## src/hdl/axis_destruct_pkg.sv

```systemverilog
// shared widths and types for the 64 to 16 bit stream downsizer
// only the ratio given by WIDE_BYTES / SLIM_BYTES is supported
// every byte travels with its keep bit as one 9-bit lane (keep above data)
package axis_destruct_pkg;

    // bytes per beat on each side
    localparam int WIDE_BYTES = 8;
    localparam int SLIM_BYTES = 2;

    // slim segments cut out of one wide beat
    localparam int NSIZE = WIDE_BYTES / SLIM_BYTES;

    // one lane is keep bit plus data byte
    localparam int LANE_W = 9;

    // wide side tdata and tkeep
    typedef logic [WIDE_BYTES*8-1:0] wide_data_t;
    typedef logic [WIDE_BYTES-1:0]   wide_keep_t;

    // slim side tdata and tkeep
    typedef logic [SLIM_BYTES*8-1:0] slim_data_t;
    typedef logic [SLIM_BYTES-1:0]   slim_keep_t;

    // packed lane words, lane 0 in the low bits
    typedef logic [WIDE_BYTES*LANE_W-1:0] wide_lanes_t;
    typedef logic [SLIM_BYTES*LANE_W-1:0] slim_lanes_t;

    // null-beat filter: hold register empty or occupied
    typedef enum logic {
        EMPTY,
        HOLD
    } filter_state_t;

endpackage

```

## src/hdl/axis_reg_slice.sv

```systemverilog
// valid/ready register slice with a skid buffer, full throughput
// both valid and ready leave this block from flops
// s_ready only drops once the skid register holds a beat
// payload registers carry no reset, only the valid flags do
module axis_reg_slice #(
    parameter int WIDTH = 8
) (
    input  logic             clock,
    input  logic             rst_n,
    input  logic [WIDTH-1:0] s_payload,
    input  logic             s_valid,
    output logic             s_ready,
    output logic [WIDTH-1:0] m_payload,
    output logic             m_valid,
    input  logic             m_ready
);

    // second storage slot, catches the beat accepted while output stalls
    logic [WIDTH-1:0] skid_payload;
    logic             skid_valid;

    // main register free to take a new value this cycle
    logic main_free;
    // upstream transfer
    logic s_fire;

    assign main_free = m_ready || !m_valid;
    assign s_fire    = s_valid && s_ready;

    // ready is a pure flop output, high unless the skid slot is taken
    assign s_ready = !skid_valid;

    always_ff @(posedge clock or negedge rst_n) begin
        if (!rst_n) begin
            m_valid    <= 1'b0;
            skid_valid <= 1'b0;
        end else begin
            if (main_free) begin
                // skid beat is older, drain it first
                if (skid_valid) begin
                    m_valid    <= 1'b1;
                    skid_valid <= 1'b0;
                end else begin
                    m_valid <= s_valid;
                end
            end else if (s_fire) begin
                // output stalled but upstream already sent, park it
                skid_valid <= 1'b1;
            end
        end
    end

    // payload path follows the same decisions as the flags above
    always_ff @(posedge clock) begin
        if (main_free) begin
            if (skid_valid) begin
                m_payload <= skid_payload;
            end else if (s_valid) begin
                m_payload <= s_payload;
            end
        end
        if (s_fire && !main_free) begin
            skid_payload <= s_payload;
        end
    end

    // a stalled output beat must not change under the consumer
    a_payload_stable : assert property (
        @(posedge clock) disable iff (!rst_n)
        (m_valid && !m_ready) |=> (m_valid && $stable(m_payload))
    ) else $error("axis_reg_slice: output beat changed while stalled");

endmodule

```

## src/hdl/width_destruct.sv

```systemverilog
// splits one wide lane word into NSIZE slim lane words, lowest lane first
// one segment per cycle, so a wide beat occupies NSIZE cycles at full ready
// wr_ready opens while the last segment leaves so back-to-back beats run
// without a bubble
// rd_last is only raised on the final segment of a beat marked wr_last
module width_destruct (
    input  logic                             clock,
    input  logic                             rst_n,
    input  axis_destruct_pkg::wide_lanes_t   wr_data,
    input  logic                             wr_vld,
    output logic                             wr_ready,
    input  logic                             wr_last,
    output axis_destruct_pkg::slim_lanes_t   rd_data,
    output logic                             rd_vld,
    output logic                             rd_last,
    input  logic                             rd_ready
);

    // segment width in bits and counter sizing
    localparam int SEG_W = $bits(axis_destruct_pkg::slim_lanes_t);
    localparam int CNT_W = (axis_destruct_pkg::NSIZE > 1) ?
                           $clog2(axis_destruct_pkg::NSIZE) : 1;
    localparam logic [CNT_W-1:0] LAST_SEG = CNT_W'(axis_destruct_pkg::NSIZE - 1);

    // accepted wide word, kept until its final segment is gone
    axis_destruct_pkg::wide_lanes_t word_q;
    // which segment is on rd_data
    logic [CNT_W-1:0] cnt;
    // last flag of the wide beat being split
    logic             last_q;

    logic on_last_seg;
    logic rd_fire;
    logic wr_fire;

    assign on_last_seg = (cnt == LAST_SEG);
    assign rd_fire     = rd_vld && rd_ready;
    assign wr_fire     = wr_vld && wr_ready;

    // empty, or emptying this cycle
    assign wr_ready = !rd_vld || (on_last_seg && rd_ready);

    // segment mux with lane 0 in the low bits
    assign rd_data = word_q[cnt*SEG_W +: SEG_W];
    assign rd_last = rd_vld && last_q && on_last_seg;

    // control state
    always_ff @(posedge clock or negedge rst_n) begin
        if (!rst_n) begin
            rd_vld <= 1'b0;
            cnt    <= '0;
            last_q <= 1'b0;
        end else begin
            if (wr_fire) begin
                // new beat starts at segment 0 next cycle
                rd_vld <= 1'b1;
                cnt    <= '0;
                last_q <= wr_last;
            end else if (rd_fire) begin
                if (on_last_seg) begin
                    rd_vld <= 1'b0;
                end else begin
                    cnt <= cnt + 1'b1;
                end
            end
        end
    end

    // wide word holder
    always_ff @(posedge clock) begin
        if (wr_fire) begin
            word_q <= wr_data;
        end
    end

    // once offered, a segment stays put until the consumer takes it
    a_rd_hold : assert property (
        @(posedge clock) disable iff (!rst_n)
        (rd_vld && !rd_ready) |=> (rd_vld && $stable(rd_data) && $stable(rd_last))
    ) else $error("width_destruct: rd side dropped or changed a pending segment");

endmodule

```

## src/hdl/null_beat_filter.sv

```systemverilog
// removes slim segments whose keep bits are all zero
// one kept segment is held back until the next kept segment or a last
// arrives, so a dropped last can be moved onto it
// latency varies, out_valid marks when the held segment may leave
// a packet made of null segments only produces nothing
module null_beat_filter (
    input  logic                             clock,
    input  logic                             rst_n,
    input  axis_destruct_pkg::slim_lanes_t   in_data,
    input  logic                             in_valid,
    output logic                             in_ready,
    input  logic                             in_last,
    output axis_destruct_pkg::slim_lanes_t   out_data,
    output logic                             out_valid,
    output logic                             out_last,
    input  logic                             out_ready
);

    axis_destruct_pkg::filter_state_t state;

    // held kept segment and whether it already owns the packet last
    axis_destruct_pkg::slim_lanes_t hold_data;
    logic                           hold_last;

    logic in_null;
    logic hold_full;
    logic in_fire;
    logic out_fire;

    // keep bit sits on top of every 9-bit lane
    always_comb begin
        in_null = 1'b1;
        for (int i = 0; i < axis_destruct_pkg::SLIM_BYTES; i++) begin
            if (in_data[i*axis_destruct_pkg::LANE_W + 8]) begin
                in_null = 1'b0;
            end
        end
    end

    assign hold_full = (state == axis_destruct_pkg::HOLD);

    // held beat may go once it has last, or a kept successor shows up
    assign out_valid = hold_full && (hold_last || (in_valid && !in_null));
    assign out_data  = hold_data;
    assign out_last  = hold_last;

    // null segments are always swallowed
    // a kept one needs the hold slot free or leaving this cycle
    assign in_ready = !hold_full || in_null || out_ready;

    assign in_fire  = in_valid && in_ready;
    assign out_fire = out_valid && out_ready;

    always_ff @(posedge clock or negedge rst_n) begin
        if (!rst_n) begin
            state     <= axis_destruct_pkg::EMPTY;
            hold_last <= 1'b0;
        end else begin
            if (in_fire && !in_null) begin
                // kept segment takes the slot, any previous one left via out_fire
                state     <= axis_destruct_pkg::HOLD;
                hold_last <= in_last;
            end else if (in_fire && in_last && hold_full && !hold_last) begin
                // null tail of a packet, its last moves onto the held segment
                hold_last <= 1'b1;
            end else if (out_fire) begin
                state     <= axis_destruct_pkg::EMPTY;
                hold_last <= 1'b0;
            end
        end
    end

    // payload slot, only ever loaded with kept segments
    always_ff @(posedge clock) begin
        if (in_fire && !in_null) begin
            hold_data <= in_data;
        end
    end

    // nothing empty may leave, the hold slot only takes kept segments
    a_no_null_out : assert property (
        @(posedge clock) disable iff (!rst_n)
        out_valid |-> (out_data[8] || out_data[axis_destruct_pkg::LANE_W + 8])
    ) else $error("null_beat_filter: presented a segment with no keep bit set");

endmodule

```

## src/hdl/axis_width_destruct.sv

```systemverilog
// 64-bit to 16-bit stream downsizer with null-beat removal
// keep is assumed contiguous from the low byte inside each wide beat
// pipeline: input slice, serializer, null filter, output slice
// no tuser/tid/tdest and no configuration
module axis_width_destruct (
    input  logic                           clock,
    input  logic                           rst_n,
    input  axis_destruct_pkg::wide_data_t  s_tdata,
    input  axis_destruct_pkg::wide_keep_t  s_tkeep,
    input  logic                           s_tvalid,
    output logic                           s_tready,
    input  logic                           s_tlast,
    output axis_destruct_pkg::slim_data_t  m_tdata,
    output axis_destruct_pkg::slim_keep_t  m_tkeep,
    output logic                           m_tvalid,
    input  logic                           m_tready,
    output logic                           m_tlast
);

    localparam int IN_W  = $bits(axis_destruct_pkg::wide_lanes_t) + 1;
    localparam int OUT_W = $bits(axis_destruct_pkg::slim_lanes_t) + 1;

    // lane words on each side
    axis_destruct_pkg::wide_lanes_t s_lanes;
    axis_destruct_pkg::wide_lanes_t wd_lanes;
    axis_destruct_pkg::slim_lanes_t seg_lanes;
    axis_destruct_pkg::slim_lanes_t flt_lanes;
    axis_destruct_pkg::slim_lanes_t m_lanes;

    // handshakes between stages
    logic wd_valid, wd_ready, wd_last;
    logic seg_valid, seg_ready, seg_last;
    logic flt_valid, flt_ready, flt_last;

    // pack keep bit above its data byte, lane i for byte i
    always_comb begin
        for (int i = 0; i < axis_destruct_pkg::WIDE_BYTES; i++) begin
            s_lanes[i*axis_destruct_pkg::LANE_W +: axis_destruct_pkg::LANE_W] =
                {s_tkeep[i], s_tdata[i*8 +: 8]};
        end
    end

    // unpack the output lanes back into keep and data
    always_comb begin
        for (int i = 0; i < axis_destruct_pkg::SLIM_BYTES; i++) begin
            {m_tkeep[i], m_tdata[i*8 +: 8]} =
                m_lanes[i*axis_destruct_pkg::LANE_W +: axis_destruct_pkg::LANE_W];
        end
    end

    axis_reg_slice #(
        .WIDTH (IN_W)
    ) in_slice (
        .clock     (clock),
        .rst_n     (rst_n),
        .s_payload ({s_lanes, s_tlast}),
        .s_valid   (s_tvalid),
        .s_ready   (s_tready),
        .m_payload ({wd_lanes, wd_last}),
        .m_valid   (wd_valid),
        .m_ready   (wd_ready)
    );

    width_destruct u_width_destruct (
        .clock    (clock),
        .rst_n    (rst_n),
        .wr_data  (wd_lanes),
        .wr_vld   (wd_valid),
        .wr_ready (wd_ready),
        .wr_last  (wd_last),
        .rd_data  (seg_lanes),
        .rd_vld   (seg_valid),
        .rd_last  (seg_last),
        .rd_ready (seg_ready)
    );

    null_beat_filter u_null_beat_filter (
        .clock     (clock),
        .rst_n     (rst_n),
        .in_data   (seg_lanes),
        .in_valid  (seg_valid),
        .in_ready  (seg_ready),
        .in_last   (seg_last),
        .out_data  (flt_lanes),
        .out_valid (flt_valid),
        .out_last  (flt_last),
        .out_ready (flt_ready)
    );

    axis_reg_slice #(
        .WIDTH (OUT_W)
    ) out_slice (
        .clock     (clock),
        .rst_n     (rst_n),
        .s_payload ({flt_lanes, flt_last}),
        .s_valid   (flt_valid),
        .s_ready   (flt_ready),
        .m_payload ({m_lanes, m_tlast}),
        .m_valid   (m_tvalid),
        .m_ready   (m_tready)
    );

endmodule

```

## config.mk

```make
export PLATFORM = sky130hd
export DESIGN_NAME = axis_width_destruct
export DESIGN_NICKNAME = d
export VERILOG_FILES = /design/src/hdl/axis_destruct_pkg.sv /design/src/hdl/axis_reg_slice.sv /design/src/hdl/width_destruct.sv /design/src/hdl/null_beat_filter.sv /design/src/hdl/axis_width_destruct.sv
export SDC_FILE = /design/constraint.sdc
export NUM_CORES = 1
export LEC_CHECK = 0
export CAP_MARGIN = 0
export CORE_UTILIZATION = 45
export DETAILED_ROUTE_END_ITERATION = 8
export DONT_BUFFER_PORTS = 1
export PLACE_DENSITY = 0.69
export RECOVER_POWER = 100
export SLEW_MARGIN = 20
export SYNTH_ARGS = -nofsm -noshare
export SYNTH_HDL_FRONTEND = slang
export SYNTH_HIERARCHICAL = 1
export SYNTH_SLANG_ARGS = --single-unit
```

## constraint.sdc

```tcl
create_clock -name clock -period 22.8 [get_ports clock]
set_input_delay 1.14 -clock clock [delete_from_list [all_inputs] [get_ports clock]]
set_output_delay 1.14 -clock clock [all_outputs]
set_load 0.005 [all_outputs]
```

==> results by group <==
Placement
  • Place WS: 19070 ps
  • Placer Congestion: 0.725
  • I/O Buffers: 0
  • Post-DP HPWL: 9.55 mm

Logic synthesis
  • Top post-synthesis cells by count: edfxtp_1 (274), mux2_2 (66), mux2_4 (27)
  • Area leader, netlist: edfxtp_1
  • Number of synthesized flops with an enable pin: 274
  • Ys flop type: edfxtp_1
  • Yosys cell types: 30
  • Syn Area/Cell: 23.0 sq um
  • Synth area leaders: edfxtp_1 (79%), mux2_2 (7.1%), mux2_4 (3.9%), mux4_2 (3.9%), dfrtp_1 (2.4%)
  • Post-Syn Nets: 531
  • Cell Area, Synth: 10400 sq um
  • Top-count cell post-synth: edfxtp_1
  • Yosys reg bits: 284
  • Mapped Cells: 453
  • Seq/Total Area, Yosys: 81.3%
  • Asr flop ratio synth: 3.52%
  • Yosys warning count: 6
  • Top cell type's share of synthesized area: 78.9%

Power
  • Register share of total power: 55.5%
  • Pwr/cell area: 139 nW/um^2
  • Sw Ratio: 24.6%
  • Leakage dissipation: 3.74 nW
  • Comb pwr share: 16.4%
  • Clk pwr share: 28.1%
  • Int Power: 1.21 mW
  • Max IR drop VDD: 0.0000753 V
  • Switching power: 0.393 mW

Worst setup path
  • Worst reg-to-reg path cell count: 7
  • Worst Path Required: 23180 ps
  • Critical path arrival: 6860 ps
  • Crit path max fanout: 73
  • Crit end category: register
  • Startpoint types: register
  • Levels on crit path: 7
  • CP delay by family, top: simple AND/OR/NAND/NOR gates
  • Worst-path cell chain: clkbuf_1, mux4_2, or2_0, nand2_1, a21bo_4, and2_0, mux2_1
  • CP max-delay cell: and2_0
  • Critical Path Max Stage Delay: 3110 ps
  • Critical path class: reg -> reg
  • CP bufs+invs: 1

Routing
  • Vias per cell: 5.07
  • Residual DRC: 0
  • Routed len/inst: 18.8 um
  • Vias post-DR: 3955
  • Antenna Violating Nets Remaining: 0
  • Final WL: 14.7 mm
  • First-pass DRT Iterations: 4
  • Starting DRT DRC Count: 252

Clock tree
  • Clk Latency, worst-skew pair: 520 ps
  • Maximum root-to-sink buffer count: 3
  • CTS Hold Bufs: 0
  • H-Tree Level Count: 1
  • CTS root buf: clkbuf_16
  • CTS tree: yes
  • Post_cts resized: 0
  • Clock tree sinks: 284
  • Reg clk slew, reported paths: 60 ps
  • Num CTS Buffers: 28
  • Setup Buffers After CTS: 0

Final layout
  • Syn-to-layout area delta: 10.4%
  • Ratio of cells with drive above 1 in the final layout: 25.3%
  • Layout Nets: 551
  • Filler cell count: 1779
  • Antenna cells: 0

STA
  • Setup ws final: 16320 ps
  • Max Fclk: 154 MHz
  • Setup TNS: 0 ps
  • Final Hold Vio Count: 0
  • Crit share post-route: 28.4%
  • Worst Skew: 8.41 ps
  • Worst Tran Pin Value: 4370 ps
  • Unrepaired setup endpoints after global routing: false
  • Slew HR: -191%
  • Fin crit period: 6480 ps
  • Setup violations, final: 0
  • Final Max Tran Viols: 241

Die
  • Die Y: 154 um
  • Num rows: 55
  • Die width: 154 um
  • I/O Pins: 98
  • Die footprint: 23800 sq um
  • CORE AREA: 22700 sq um
  • Initial Util: 45.9%

Global route
  • First-pass GRT wire length: 23.1 mm
  • Largest net degree at the start of global routing: 78
  • Vias in the first global route: 4174
  • Grt ovf: 0
  • Initial antenna violation count: 0
  • GRT Util Overall: 12.6%

Flow run
  • Max Cap Viol: 4

Status
  • Status: finished, violations left
  • Violated checks: capacitance limit, slew limit

Min path
  • Worst hold-check path type: in -> async
-- stage by stage --
stage                     instance area, sq um  total power [mW]  util, %  hold slack (ps)  cells
after floorplan                          10400              1.11        -              400    453
after global placement                   10700              1.16     47.1              401    726
after detailed placement                 10700              1.18     47.1              405    726
after CTS                                11600              1.64     51.2              283    778
after global routing                     11500              1.68     50.7              281    780
final                                    11500              1.60     50.7              309    780
-- layout make-up --
class | count | area [sq um] | share of cell area [%]
clock buffers | 39 | 783 | 6.81
clock inverters | 13 | 143 | 1.24
inverters | 5 | 18.8 | 0.163
multi-input cells | 149 | 1710 | 14.8
flip-flops and latches | 284 | 8480 | 73.7
well taps | 285 | 357 | 3.10
repair buffers | 5 | 18.8 | 0.163
-- power groups by stage --
stage / Combinational (mW) / Sequential [mW] / Clock, mW
floorplan: 0.259 / 0.849 / 0
global placement: 0.264 / 0.897 / 0
detailed placement: 0.274 / 0.906 / 0
CTS: 0.276 / 0.896 / 0.463
global route: 0.288 / 0.910 / 0.481
finish: 0.263 / 0.889 / 0.450
-- worst paths after layout --
check	from	end	slack (ps)
hold / removal	rst_n	in_slice/m_valid	310
setup reg to reg	u_width_destruct/cnt[0]	u_width_destruct/last_q	16320
max in group asynchronous	rst_n	in_slice/skid_valid	22410
setup / recovery	u_width_destruct/cnt[0]	u_width_destruct/last_q	16320
hold reg to reg	in_slice/m_payload[54]	u_width_destruct/word_q[53]	410
min in group clock	in_slice/m_payload[54]	u_width_destruct/word_q[53]	410
-- cell usage in the layout, fill, tap and decap left out, types with 2 or more instances in the layout --
cell type / instances
nand2b_1: 3
mux2_2: 59
clkinv_2: 8
nand2_1: 7
mux4_2: 18
inv_1: 5
mux2_1: 32
a21oi_1: 2
o21a_1: 4
clkbuf_1: 13
a22o_1: 2
nor2_1: 5
clkbuf_8: 2
mux2_4: 2
dfrtp_1: 10
nor3b_1: 2
bufinv_16: 3
clkbuf_16: 29
edfxtp_1: 274
-- layer usage --
layer,track usage (%),part of all wire [%],vias up
met4,4.00,2.2,0
li1,-,-,1871
met1,16.0,42,1946
met2,21.3,49,110
met5,0,0,-
met3,3.33,6.4,28
-- kinds of logic after synthesis --
kind of cell	share of synthesized area, %
DFF	81.3
adders and majority gates	0.120
muxes	15.0
and+or+nand+nor	1.18
AOI/OAI and AO/OA	1.03
buffers and inverters	1.36
-- worst register-to-register path, cell delays in order (launching register included) --
cell      delay, ps
dfrtp_1         760
clkbuf_1        710
mux4_2          660
or2_0           290
nand2_1         180
a21bo_4         150
and2_0         3110
mux2_1          480
-- state kept, by name, indices dropped and copies added, names as in the netlist --
register / count
u_width_destruct/rd_vld: 1
u_width_destruct/word_q: 72
out_slice/skid_payload: 19
in_slice/skid_valid: 1
u_width_destruct/cnt: 2
u_null_beat_filter/hold_full: 1
in_slice/m_payload: 73
in_slice/skid_payload: 73
in_slice/m_valid: 1
u_null_beat_filter/out_last: 1
out_slice/m_payload: 19
out_slice/skid_valid: 1
u_width_destruct/last_q: 1
u_null_beat_filter/out_data: 18
out_slice/m_valid: 1
Power figures use the tool's default switching activity.
